$ cat config.mk
export PLATFORM = sky130hd
export DESIGN_NAME = npc_core
export DESIGN_NICKNAME = d
export VERILOG_FILES = /design/src/common/npc_pkg.sv /design/src/exu/alu.sv /design/src/exu/exu.sv /design/src/rtl/ifu.sv /design/src/rtl/idu.sv /design/src/rtl/lsu.sv /design/src/rtl/gpr.sv /design/src/rtl/npc_core.sv
export SDC_FILE = /design/constraint.sdc
export NUM_CORES = 2
export LEC_CHECK = 0
export ABC_AREA = 1
export BUFFER_PORTS_ARGS = -buffer_cell sky130_fd_sc_hd__buf_4
export CAP_MARGIN = 25
export CORE_ASPECT_RATIO = 1.4
export CORE_MARGIN = 2
export CORE_UTILIZATION = 40
export DETAILED_ROUTE_END_ITERATION = 7
export PLACE_DENSITY_LB_ADDON = 0.2
export SLEW_MARGIN = 10
export SYNTH_ARGS = -nofsm -noshare
export SYNTH_HDL_FRONTEND = slang
export SYNTH_HIERARCHICAL = 1
export SYNTH_SLANG_ARGS = --single-unit
$ cat constraint.sdc
create_clock -name clk -period 83.6 [get_ports clk]
set_input_delay 4.18 -clock clk [delete_from_list [all_inputs] [get_ports clk]]
set_output_delay 4.18 -clock clk [all_outputs]
set_load 0.02 [all_outputs]
$ cat src/common/npc_pkg.sv
/* core widths, opcodes, decode enums and the
   structs for data memory requests and retired instructions */
package npc_pkg;

    localparam int XLEN       = 32;
    localparam int REG_ADDR_W = 5;
    localparam int NUM_REGS   = 32;

    localparam logic [6:0] OP_LUI    = 7'b0110111;
    localparam logic [6:0] OP_AUIPC  = 7'b0010111;
    localparam logic [6:0] OP_JAL    = 7'b1101111;
    localparam logic [6:0] OP_JALR   = 7'b1100111;
    localparam logic [6:0] OP_BRANCH = 7'b1100011;
    localparam logic [6:0] OP_LOAD   = 7'b0000011;
    localparam logic [6:0] OP_STORE  = 7'b0100011;
    localparam logic [6:0] OP_IMM    = 7'b0010011;
    localparam logic [6:0] OP_REG    = 7'b0110011;

    typedef enum logic [2:0] {
        TYPE_R, TYPE_I, TYPE_S, TYPE_B, TYPE_U, TYPE_J, TYPE_N
    } inst_type_t;

    typedef enum logic [3:0] {
        ALU_ADD, ALU_SUB, ALU_SLL, ALU_SLT, ALU_SLTU,
        ALU_XOR, ALU_SRL, ALU_SRA, ALU_OR, ALU_AND
    } alu_op_t;

    typedef struct packed {
        logic [6:0]            opcode;
        logic [2:0]            funct3;
        logic [REG_ADDR_W-1:0] rd;
        logic [REG_ADDR_W-1:0] rs1;
        logic [REG_ADDR_W-1:0] rs2;
        logic [XLEN-1:0]       imm;
        inst_type_t            inst_type;
        alu_op_t               alu_op;
    } decode_t;

    typedef struct packed {
        logic [XLEN-1:0] addr;
        logic [XLEN-1:0] wdata;
        logic [3:0]      wmask;  // one bit per byte lane
        logic            write;
    } mem_req_t;

    typedef struct packed {
        logic [XLEN-1:0]       pc;
        logic [REG_ADDR_W-1:0] rd;
        logic [XLEN-1:0]       wdata;
        logic                  we;
    } commit_t;

endpackage

$ cat src/exu/alu.sv
/* RV32I integer ALU */
`timescale 1ns/10ps

module alu import npc_pkg::*; (
    input  logic [XLEN-1:0] a,
    input  logic [XLEN-1:0] b,
    input  alu_op_t         op,
    output logic [XLEN-1:0] result
);
    logic [4:0] shamt;

    assign shamt = b[4:0];

    always_comb begin
        case (op)
            ALU_ADD:  result = a + b;
            ALU_SUB:  result = a - b;
            ALU_SLL:  result = a << shamt;
            ALU_SLT:  result = {{(XLEN-1){1'b0}}, $signed(a) < $signed(b)};
            ALU_SLTU: result = {{(XLEN-1){1'b0}}, a < b};
            ALU_XOR:  result = a ^ b;
            ALU_SRL:  result = a >> shamt;
            ALU_SRA:  result = $signed(a) >>> shamt;
            ALU_OR:   result = a | b;
            ALU_AND:  result = a & b;
            default:  result = '0;
        endcase
    end

endmodule

$ cat src/exu/exu.sv
/* execute unit, operand select and branch / jump resolution */
`timescale 1ns/10ps

module exu import npc_pkg::*; (
    input  decode_t         dec,
    input  logic [XLEN-1:0] rs1_data,
    input  logic [XLEN-1:0] rs2_data,
    input  logic [XLEN-1:0] pc,
    output logic [XLEN-1:0] alu_result,
    output logic            jump_en,
    output logic [XLEN-1:0] jump_target
);
    logic [XLEN-1:0] alu_a;
    logic [XLEN-1:0] alu_b;
    logic            branch_taken;

    always_comb begin
        case (dec.inst_type)
            TYPE_U:         alu_a = (dec.opcode == OP_LUI) ? '0 : pc;
            TYPE_J, TYPE_B: alu_a = pc;
            default:        alu_a = rs1_data;
        endcase
        alu_b = (dec.inst_type == TYPE_R) ? rs2_data : dec.imm;
    end

    alu u_alu (
        .a     (alu_a),
        .b     (alu_b),
        .op    (dec.alu_op),
        .result(alu_result)
    );

    always_comb begin
        case (dec.funct3)
            3'b000:  branch_taken = (rs1_data == rs2_data);
            3'b001:  branch_taken = (rs1_data != rs2_data);
            3'b100:  branch_taken = ($signed(rs1_data) < $signed(rs2_data));
            3'b101:  branch_taken = ($signed(rs1_data) >= $signed(rs2_data));
            3'b110:  branch_taken = (rs1_data < rs2_data);
            3'b111:  branch_taken = (rs1_data >= rs2_data);
            default: branch_taken = 1'b0;
        endcase
    end

    always_comb begin
        jump_en = (dec.opcode == OP_JAL) || (dec.opcode == OP_JALR)
                  || (dec.opcode == OP_BRANCH && branch_taken);
        if (dec.opcode == OP_JALR)
            jump_target = {alu_result[XLEN-1:1], 1'b0};
        else
            jump_target = alu_result;
    end

endmodule

$ cat src/rtl/ifu.sv
/* instruction fetch unit with pc and fetch FSM */
`timescale 1ns/10ps

module ifu import npc_pkg::*; #(
    parameter logic [XLEN-1:0] RESET_PC = 32'h8000_0000
) (
    input  logic            clk,
    input  logic            reset,
    output logic            imem_req_valid,
    input  logic            imem_req_ready,
    output logic [XLEN-1:0] imem_addr,
    input  logic            imem_resp_valid,
    input  logic [XLEN-1:0] imem_rdata,
    output logic [XLEN-1:0] inst,
    output logic [XLEN-1:0] pc,
    output logic            exec_valid,
    input  logic            done,
    input  logic            jump_en,
    input  logic [XLEN-1:0] jump_target
);
    typedef enum logic [1:0] {S_REQ, S_WAIT, S_EXEC} state_t;
    state_t state, next_state;

    always_comb begin
        next_state = state;
        case (state)
            S_REQ:   if (imem_req_valid && imem_req_ready) next_state = S_WAIT;
            S_WAIT:  if (imem_resp_valid) next_state = S_EXEC;
            S_EXEC:  if (done) next_state = S_REQ;
            default: next_state = S_REQ;
        endcase
    end

    always_ff @(posedge clk or posedge reset) begin
        if (reset) begin
            state          <= S_REQ;
            pc             <= RESET_PC;
            imem_req_valid <= 1'b0;  // first request one cycle out of reset
        end else begin
            state          <= next_state;
            imem_req_valid <= (next_state == S_REQ);
            if (state == S_EXEC && done)
                pc <= jump_en ? jump_target : pc + 32'd4;
        end
    end

    always_ff @(posedge clk) begin
        if (state == S_WAIT && imem_resp_valid)
            inst <= imem_rdata;
    end

    assign imem_addr  = pc;
    assign exec_valid = (state == S_EXEC);

endmodule

$ cat src/rtl/idu.sv
/* instruction decoder, fields, format, immediates and ALU op */
`timescale 1ns/10ps

module idu import npc_pkg::*; (
    input  logic [XLEN-1:0] inst,
    output decode_t         dec
);
    logic [6:0] opcode;
    logic       funct7_5;

    assign opcode   = inst[6:0];
    assign funct7_5 = inst[30];  // sub / sra select

    always_comb begin
        dec.opcode = opcode;
        dec.funct3 = inst[14:12];
        dec.rd     = inst[11:7];
        dec.rs1    = inst[19:15];
        dec.rs2    = inst[24:20];

        case (opcode)
            OP_REG:                   dec.inst_type = TYPE_R;
            OP_IMM, OP_LOAD, OP_JALR: dec.inst_type = TYPE_I;
            OP_STORE:                 dec.inst_type = TYPE_S;
            OP_BRANCH:                dec.inst_type = TYPE_B;
            OP_LUI, OP_AUIPC:         dec.inst_type = TYPE_U;
            OP_JAL:                   dec.inst_type = TYPE_J;
            default:                  dec.inst_type = TYPE_N;
        endcase

        case (dec.inst_type)
            TYPE_I:  dec.imm = {{20{inst[31]}}, inst[31:20]};
            TYPE_S:  dec.imm = {{20{inst[31]}}, inst[31:25], inst[11:7]};
            TYPE_B: begin
                dec.imm = {{19{inst[31]}}, inst[31], inst[7], inst[30:25],
                           inst[11:8], 1'b0};
            end
            TYPE_U:  dec.imm = {inst[31:12], 12'h000};
            TYPE_J: begin
                dec.imm = {{11{inst[31]}}, inst[31], inst[19:12], inst[20],
                           inst[30:21], 1'b0};
            end
            default: dec.imm = '0;
        endcase

        dec.alu_op = ALU_ADD;  // address and pc arithmetic
        if (opcode == OP_IMM || opcode == OP_REG) begin
            case (inst[14:12])
                3'b000: dec.alu_op = (opcode == OP_REG && funct7_5) ? ALU_SUB : ALU_ADD;
                3'b001: dec.alu_op = ALU_SLL;
                3'b010: dec.alu_op = ALU_SLT;
                3'b011: dec.alu_op = ALU_SLTU;
                3'b100: dec.alu_op = ALU_XOR;
                3'b101: dec.alu_op = funct7_5 ? ALU_SRA : ALU_SRL;
                3'b110: dec.alu_op = ALU_OR;
                default: dec.alu_op = ALU_AND;
            endcase
        end
    end

endmodule

$ cat src/rtl/lsu.sv
/* load/store unit, data memory exchange, byte lanes and load extension */
`timescale 1ns/10ps

module lsu import npc_pkg::*; (
    input  logic            clk,
    input  logic            reset,
    input  decode_t         dec,
    input  logic            exec_valid,
    input  logic [XLEN-1:0] addr,
    input  logic [XLEN-1:0] store_data,
    output logic            dmem_req_valid,
    input  logic            dmem_req_ready,
    output mem_req_t        dmem_req,
    input  logic            dmem_resp_valid,
    input  logic [XLEN-1:0] dmem_rdata,
    output logic [XLEN-1:0] load_data,
    output logic            done
);
    typedef enum logic {L_ISSUE, L_WAIT} state_t;
    state_t state;

    logic       is_mem;
    logic [4:0] lane_shift;
    logic [XLEN-1:0] rdata_shifted;

    assign is_mem     = (dec.opcode == OP_LOAD) || (dec.opcode == OP_STORE);
    assign lane_shift = {addr[1:0], 3'b000};

    always_ff @(posedge clk or posedge reset) begin
        if (reset)
            state <= L_ISSUE;
        else if (state == L_ISSUE && dmem_req_valid && dmem_req_ready)
            state <= L_WAIT;
        else if (state == L_WAIT && dmem_resp_valid)
            state <= L_ISSUE;
    end

    assign dmem_req_valid = exec_valid && is_mem && (state == L_ISSUE);
    assign done = exec_valid && (!is_mem || (state == L_WAIT && dmem_resp_valid));

    always_comb begin
        dmem_req.addr  = addr;
        dmem_req.wdata = store_data << lane_shift;
        dmem_req.write = (dec.opcode == OP_STORE);
        case (dec.funct3[1:0])
            2'b00:   dmem_req.wmask = 4'b0001 << addr[1:0];  // sb
            2'b01:   dmem_req.wmask = 4'b0011 << addr[1:0];  // sh
            default: dmem_req.wmask = 4'b1111;
        endcase
        if (!dmem_req.write)
            dmem_req.wmask = 4'b0000;
    end

    assign rdata_shifted = dmem_rdata >> lane_shift;

    always_comb begin
        case (dec.funct3)
            3'b000:  load_data = {{24{rdata_shifted[7]}}, rdata_shifted[7:0]};
            3'b001:  load_data = {{16{rdata_shifted[15]}}, rdata_shifted[15:0]};
            3'b100:  load_data = {24'h0, rdata_shifted[7:0]};   // lbu
            3'b101:  load_data = {16'h0, rdata_shifted[15:0]};  // lhu
            default: load_data = rdata_shifted;
        endcase
    end

endmodule

$ cat src/rtl/gpr.sv
/* writeback select, 32-entry register file and commit record */
`timescale 1ns/10ps

module gpr import npc_pkg::*; (
    input  logic            clk,
    input  logic            reset,
    input  decode_t         dec,
    input  logic [XLEN-1:0] pc,
    input  logic            done,
    input  logic [XLEN-1:0] alu_result,
    input  logic [XLEN-1:0] load_data,
    output logic [XLEN-1:0] rs1_data,
    output logic [XLEN-1:0] rs2_data,
    output logic            commit_valid,
    output commit_t         commit
);
    logic [XLEN-1:0] regs [NUM_REGS];
    logic [XLEN-1:0] wdata;
    logic            we;

    always_comb begin
        case (dec.opcode)
            OP_JAL, OP_JALR: wdata = pc + 32'd4;  // link address
            OP_LOAD:         wdata = load_data;
            default:         wdata = alu_result;
        endcase
        case (dec.opcode)
            OP_LUI, OP_AUIPC, OP_JAL, OP_JALR, OP_LOAD, OP_IMM, OP_REG: we = 1'b1;
            default: we = 1'b0;
        endcase
        if (dec.rd == '0)
            we = 1'b0;
    end

    always_ff @(posedge clk or posedge reset) begin
        if (reset) begin
            for (int i = 0; i < NUM_REGS; i++)
                regs[i] <= '0;
            commit_valid <= 1'b0;
        end else begin
            if (done && we)
                regs[dec.rd] <= wdata;
            commit_valid <= done;
        end
    end

    always_ff @(posedge clk) begin
        if (done)
            commit <= '{pc: pc, rd: dec.rd, wdata: wdata, we: we};
    end

    assign rs1_data = (dec.rs1 == '0) ? '0 : regs[dec.rs1];
    assign rs2_data = (dec.rs2 == '0) ? '0 : regs[dec.rs2];

endmodule

$ cat src/rtl/npc_core.sv
/* multi-cycle RV32I core top level */
`timescale 1ns/10ps

module npc_core import npc_pkg::*; #(
    parameter logic [XLEN-1:0] RESET_PC = 32'h8000_0000
) (
    input  logic            clk,
    input  logic            reset,
    output logic            imem_req_valid,
    input  logic            imem_req_ready,
    output logic [XLEN-1:0] imem_addr,
    input  logic            imem_resp_valid,
    input  logic [XLEN-1:0] imem_rdata,
    output logic            dmem_req_valid,
    input  logic            dmem_req_ready,
    output mem_req_t        dmem_req,
    input  logic            dmem_resp_valid,
    input  logic [XLEN-1:0] dmem_rdata,
    output logic            commit_valid,
    output commit_t         commit
);
    logic [XLEN-1:0] inst;
    logic [XLEN-1:0] pc;
    logic            exec_valid;
    logic            done;
    logic            jump_en;
    logic [XLEN-1:0] jump_target;
    logic [XLEN-1:0] alu_result;
    logic [XLEN-1:0] rs1_data;
    logic [XLEN-1:0] rs2_data;
    logic [XLEN-1:0] load_data;
    decode_t         dec;

    ifu #(.RESET_PC(RESET_PC)) u_ifu (
        .clk(clk), .reset(reset),
        .imem_req_valid(imem_req_valid), .imem_req_ready(imem_req_ready),
        .imem_addr(imem_addr), .imem_resp_valid(imem_resp_valid),
        .imem_rdata(imem_rdata), .inst(inst), .pc(pc), .exec_valid(exec_valid),
        .done(done), .jump_en(jump_en), .jump_target(jump_target)
    );

    idu u_idu (.inst(inst), .dec(dec));

    exu u_exu (
        .dec(dec), .rs1_data(rs1_data), .rs2_data(rs2_data), .pc(pc),
        .alu_result(alu_result), .jump_en(jump_en), .jump_target(jump_target)
    );

    lsu u_lsu (
        .clk(clk), .reset(reset), .dec(dec), .exec_valid(exec_valid),
        .addr(alu_result), .store_data(rs2_data),
        .dmem_req_valid(dmem_req_valid), .dmem_req_ready(dmem_req_ready),
        .dmem_req(dmem_req), .dmem_resp_valid(dmem_resp_valid),
        .dmem_rdata(dmem_rdata), .load_data(load_data), .done(done)
    );

    gpr u_gpr (
        .clk(clk), .reset(reset), .dec(dec), .pc(pc), .done(done),
        .alu_result(alu_result), .load_data(load_data),
        .rs1_data(rs1_data), .rs2_data(rs2_data),
        .commit_valid(commit_valid), .commit(commit)
    );

endmodule

Word level (Yosys, flattened, before mapping)
Cells that the tools add are included.

cells by class
  mux-type cells = 36
  div/mod/pow operators = 0
  $lt $le $gt $ge = 10
  reductions and logical operators = 34
  $mul = 0
  add/sub/neg operators = 3
  shifts and indexed selects = 7
  bitwise logic cells = 7
  equality and inequality tests = 35

operators with widths
  kind                     count
  $bwmux W1024             1
  $bmux W32 S5             2
  $mux W32                 10
  $pmux W32 S10            1
  $demux W32 S5            1
  $pmux W32 S5             1
  $lt A32 B32 Y1           4
  $pmux W32 S2             2
  $pmux W32 S4             1
  $ge A32 B32 Y1           2
  $shl A32 B5 Y32          2
  $shr A32 B5 Y32          2
  $add A32 B3 Y32 const B  1
  $add A32 B32 Y32         1
  $and A32 B32 Y32         1
  $eq A32 B32 Y1           1
  $ne A32 B32 Y1           1
  $or A32 B32 Y32          1
  $sshr A32 B5 Y32         1
  $sub A32 B32 Y32         1
  $xor A32 B32 Y32         1
  $pmux W4 S7              1
  $eq A7 B6 Y1 const B     3
  $eq A7 B7 Y1 const B     3
  35 further kinds         87

storage, ports and cells
  bits in writable memories = 0
  bits in read-only memories = 0
  bits in latches = 0
  input port bits = 70
  memories = 0
  output and inout bits = 174
  flip-flop bits (word level) = 1,163

Logic depth before layout (Yosys ltp)
  word-level depth = 12
  gate-level depth with buffers = 50
  depth with buffers taken out = 44

Hierarchy
The synthesis kept the hierarchy.

modules (own cells, without submodules)
  module  cells an instance  instances  area an instance (um2)
  gpr     9,610              1          63,058.0
  alu     2,087              1          10,203.5
  ifu     473                1          3,787.4
  exu     394                1          2,107.0
  lsu     318                1          1,651.6
  idu     198                1          1,006.0

Least setup slack after synthesis
No wires, ideal clock.

  path kind = register -> output
  start point = reg u_ifu.inst[3]
  end point = out dmem_req[29] (netlist name)
  data arrival time = 5.738 ns
  slack = 73.682 ns
  stages on the path, launching flop included = 35
  path buffers = 6
  cell sequence = edfxtp_1 -> nor2_2 -> nand2_1 -> nor3_2 -> inv_2 -> ha_1 -> nand2_2 -> inv_2 -> nand2_2 -> nand2_4 -> nor2_1 -> inv_1 -> or2_2 -> clkbuf_1 -> clkbuf_1 -> o21ai_0 -> clkinv_1 -> buf_2 -> ha_1 -> buf_2 -> nor2_1 -> nand2_1 -> o21ai_2 -> nand2_1 -> nand2_1 -> nand2_1 -> nand2_1 -> nor2_1 -> nor2_1 -> nand2_1 -> buf_4 -> buf_4 -> nand2_1 -> o21ai_0 -> o21ai_0

RTL lines
  item                    line            source
  from (decl)             ifu.sv:14       output logic [XLEN-1:0] inst,
  from (signal assigned)  ifu.sv:49       inst <= imem_rdata;
  to (decl)               npc_core.sv:16  output mem_req_t dmem_req,

==> impl_metrics.toml <==
[run_status]
status = "finished with violations"
violated_checks = "design-rule violations"

[detailed_routing]
vias_per_cell = 5.88
first_pass_iters = 8
overall_routed_net_length_um = 470000
routed-via-count = 91364
route.detailed.wl_per_inst_um = 30.3
drtIter0Drc = 13071
postRouteAntennaNets = 0
post-route-drc-count = 1

[place]
port_buffers = 243
placed_area_mm2 = 0.0848
dp_hpwl_um = 316000
gp_congestion = 1.11

[die]
fp.coreArea_mm2 = 0.204
starting_density_of_the_core_pct = 40.2
die_area_mm2 = 0.208
floorplan.die.height_um = 539
core.rowCount = 196
die_w_um = 386
pin_count = 244

[cells_and_area]
postLayoutCellArea_mm2 = 0.0893
syn2layout_area_growth_pct = 9.21
drive_above_1_share_pct = 7.77
final_common_cell = "sky130_fd_sc_hd__nand2_1"
design.final.nets = 12948
layout.cells.most_common_list = "6,038 x sky130_fd_sc_hd__nand2_1, 1,619 x sky130_fd_sc_hd__nand3_1, 1,061 x sky130_fd_sc_hd__nor2_1, 1,060 x sky130_fd_sc_hd__dfrtp_1, 615 x sky130_fd_sc_hd__o21ai_0"

[global_routing]
grtUsageTotal_pct = 44.0
met3_usage_in_global_routing_pct = 10.0
overflow = 0
grtUsageMet2_pct = 69.0
maximum_number_of_pins_on_one_net_before_global_route_repair = 193
grt_most_used_layer = "met2"
first_global_vias = 86016
groute.layer.met1.usage_pct = 47.8
grt_first_pass_wirelength_um = 652000
antenna_found_initial = 36

[timing]
rsz0062_at_grt = "false"
maxClockFrequency_mhz = 66.8
worst_slew_margin_rel_pct = 11.0
final_min_period_over_clock_period_pct = 17.9
clock_skew_after_layout_ns = 0.0516
setup_viol_count_final = 0
tightestPinTransition_ns = 1.33
final-hold-violation-count = 0
finalSetupTns_ns = 0
final_count_of_pins_violating_max_slew = 0
post-route-min-period_ns = 14.96

[worst_setup_path]
timing.setup.critical_path_class = "register to output pin"
cpLargestDelayFamily = "buffers and inverters"
crit_path_max_incr_delay_ns = 0.78
critPathArrivalTime_ns = 10.78
worstPathMaxFanout = 133
end_kind = "output pin"
critical_path_buf_inv_count = 12
critPathRequiredTime_ns = 79.42
critical-path-top-cell-by-count = "sky130_fd_sc_hd__buf_4"
cp_slowest_cell = "sky130_fd_sc_hd__fa_1"
cp-start-kind = "register"

[cts]
cts_tree = "done"
worst_setup_hold_path_clk_slew_ns = 0.06
clock_path_buffers = 4
cts_resized = 0
cts_inserted_buffers = 139
clock_latency_ns = 0.81
cts.htree.levels = 4
cts.sinks = 1163
clockRootBuffer = "sky130_fd_sc_hd__clkbuf_16"
holdBufCountCts = 0
postCtsSetupRepairBufs = 0

[yosys]
synth_fp_nets = 13286
synthesis.area_per_instance_um2 = 6.25
synth-async-reset-ratio_pct = 91.2
ys.flop_type = "sky130_fd_sc_hd__dfrtp_1"
synthesis.yosys.warnings = 6
yosys_register_bits = 1163
ys_types = 70
synth.cell_area_mm2 = 0.0818
yosysSeqAreaShare_pct = 36.2
cells_after_synthesis = 13080
synth_edf_count = 102

[min_path]
timing.hold.worst.class = "register to register"

[power_and_ir_drop]
fin_total_pwr_mw = 2.04
powerDensity_mw_per_mm2 = 22.8
vdd.ir_drop.worst_mv = 0.0184
power_leakage_nw = 45.7

[run]
max_cap_violations = 0
routing by layer:
layer	up-vias	part of all wire, %
met5	-	0.032
met4	24	12
met3	1842	9.3
met2	5917	45
met1	43103	33
li1	40478	-
state kept, by name (all words and copies together), names as in the netlist:
name	cells
u_gpr/commit	70
u_ifu/imem_req_valid	1
u_ifu/imem_addr	32
u_lsu/state	1
u_gpr/regs	1024
u_gpr/commit_valid	1
u_ifu/state	2
u_ifu/inst	32
per-stage QoR:
stage / hold slack [ns] / setup WS (ns) / utilization, % / cells
after floorplan: 0.442 / 50.58 / - / 13080
after global placement: 0.386 / 69.92 / 41.6 / 15258
after detailed placement: 0.390 / 69.90 / 41.7 / 15267
after CTS: 0.404 / 69.04 / 43.8 / 15504
after global routing: 0.415 / 68.32 / 43.9 / 15517
final: 0.401 / 68.64 / 43.9 / 15535
cells by family after synthesis:
kind of cell	Yosys count	share of synthesized area (%)
mux	2	0.0260
compound gates	1129	7.48
buf+inv	1647	9.12
simple gates	9002	45.1
flops	1163	36.2
fa+ha+maj	136	2.10
xor+xnor	1	0.0107
layout make-up:
type	count	area, um2
multi-input combinational	10270	45100
clock inverter	27	240
inverter	618	2370
clock buffer	210	4090
fill	21392	114000
timing repair buffer	550	4480
antenna	24	60.1
sequential	1163	29600
tap	2673	3340
final timing paths:
kind                                               from                           end  slack (ns)  cells after the start
min                        u_gpr/regs[1001]$_DFFE_PP0P_  u_gpr/regs[1001]$_DFFE_PP0P_        0.40                      0
max                            u_ifu/inst[15]$_DFFE_PP_                   dmem_req[1]       68.64                     34
max in group asynchronous                         reset   u_gpr/regs[898]$_DFFE_PP0P_       77.35                      4
min reg2reg                u_gpr/regs[1001]$_DFFE_PP0P_  u_gpr/regs[1001]$_DFFE_PP0P_        0.40                      0
max reg2reg                    u_ifu/inst[15]$_DFFE_PP_   u_gpr/regs[912]$_DFFE_PP0P_       72.36                     40
min in group asynchronous                         reset       u_lsu/state$_DFFE_PP0P_        3.27                      2
Yosys cell counts, types with 7 or more instances:
cell type	number	area share, %
sky130_fd_sc_hd__nand2_1	6039	28
sky130_fd_sc_hd__nand3_1	1654	10
sky130_fd_sc_hd__nor2_1	1072	4.9
sky130_fd_sc_hd__dfrtp_1	1060	32
sky130_fd_sc_hd__o21ai_0	638	3.9
sky130_fd_sc_hd__inv_1	577	2.6
sky130_fd_sc_hd__clkbuf_1	388	1.8
sky130_fd_sc_hd__buf_2	356	2.2
sky130_fd_sc_hd__a21oi_1	287	1.8
sky130_fd_sc_hd__buf_4	178	1.6
sky130_fd_sc_hd__ha_1	134	2.0
sky130_fd_sc_hd__edfxtp_1	102	3.7
sky130_fd_sc_hd__buf_1	83	0.38
sky130_fd_sc_hd__o211ai_1	69	0.63
sky130_fd_sc_hd__nor2_4	46	0.63
sky130_fd_sc_hd__nand4_1	40	0.31
sky130_fd_sc_hd__o21ai_1	37	0.23
sky130_fd_sc_hd__inv_2	33	0.15
sky130_fd_sc_hd__nand3_2	28	0.34
sky130_fd_sc_hd__nor3_1	28	0.17
sky130_fd_sc_hd__nand2_2	23	0.18
sky130_fd_sc_hd__o21bai_1	21	0.19
sky130_fd_sc_hd__and2_1	20	0.15
sky130_fd_sc_hd__buf_6	19	0.26
sky130_fd_sc_hd__o22ai_1	19	0.15
sky130_fd_sc_hd__nor2_2	18	0.14
sky130_fd_sc_hd__a22oi_1	9	0.083
sky130_fd_sc_hd__a211oi_1	7	0.064
sky130_fd_sc_hd__nand2_4	7	0.096
report_power, final:
group	leakage [nW]	switching, mW	internal (mW)
logic	27.9	0.618	0.180
clock network	2.13	0.262	0.347
registers	15.7	0.0255	0.603
total	45.7	0.906	1.13
(Power assumes the default switching activity.)
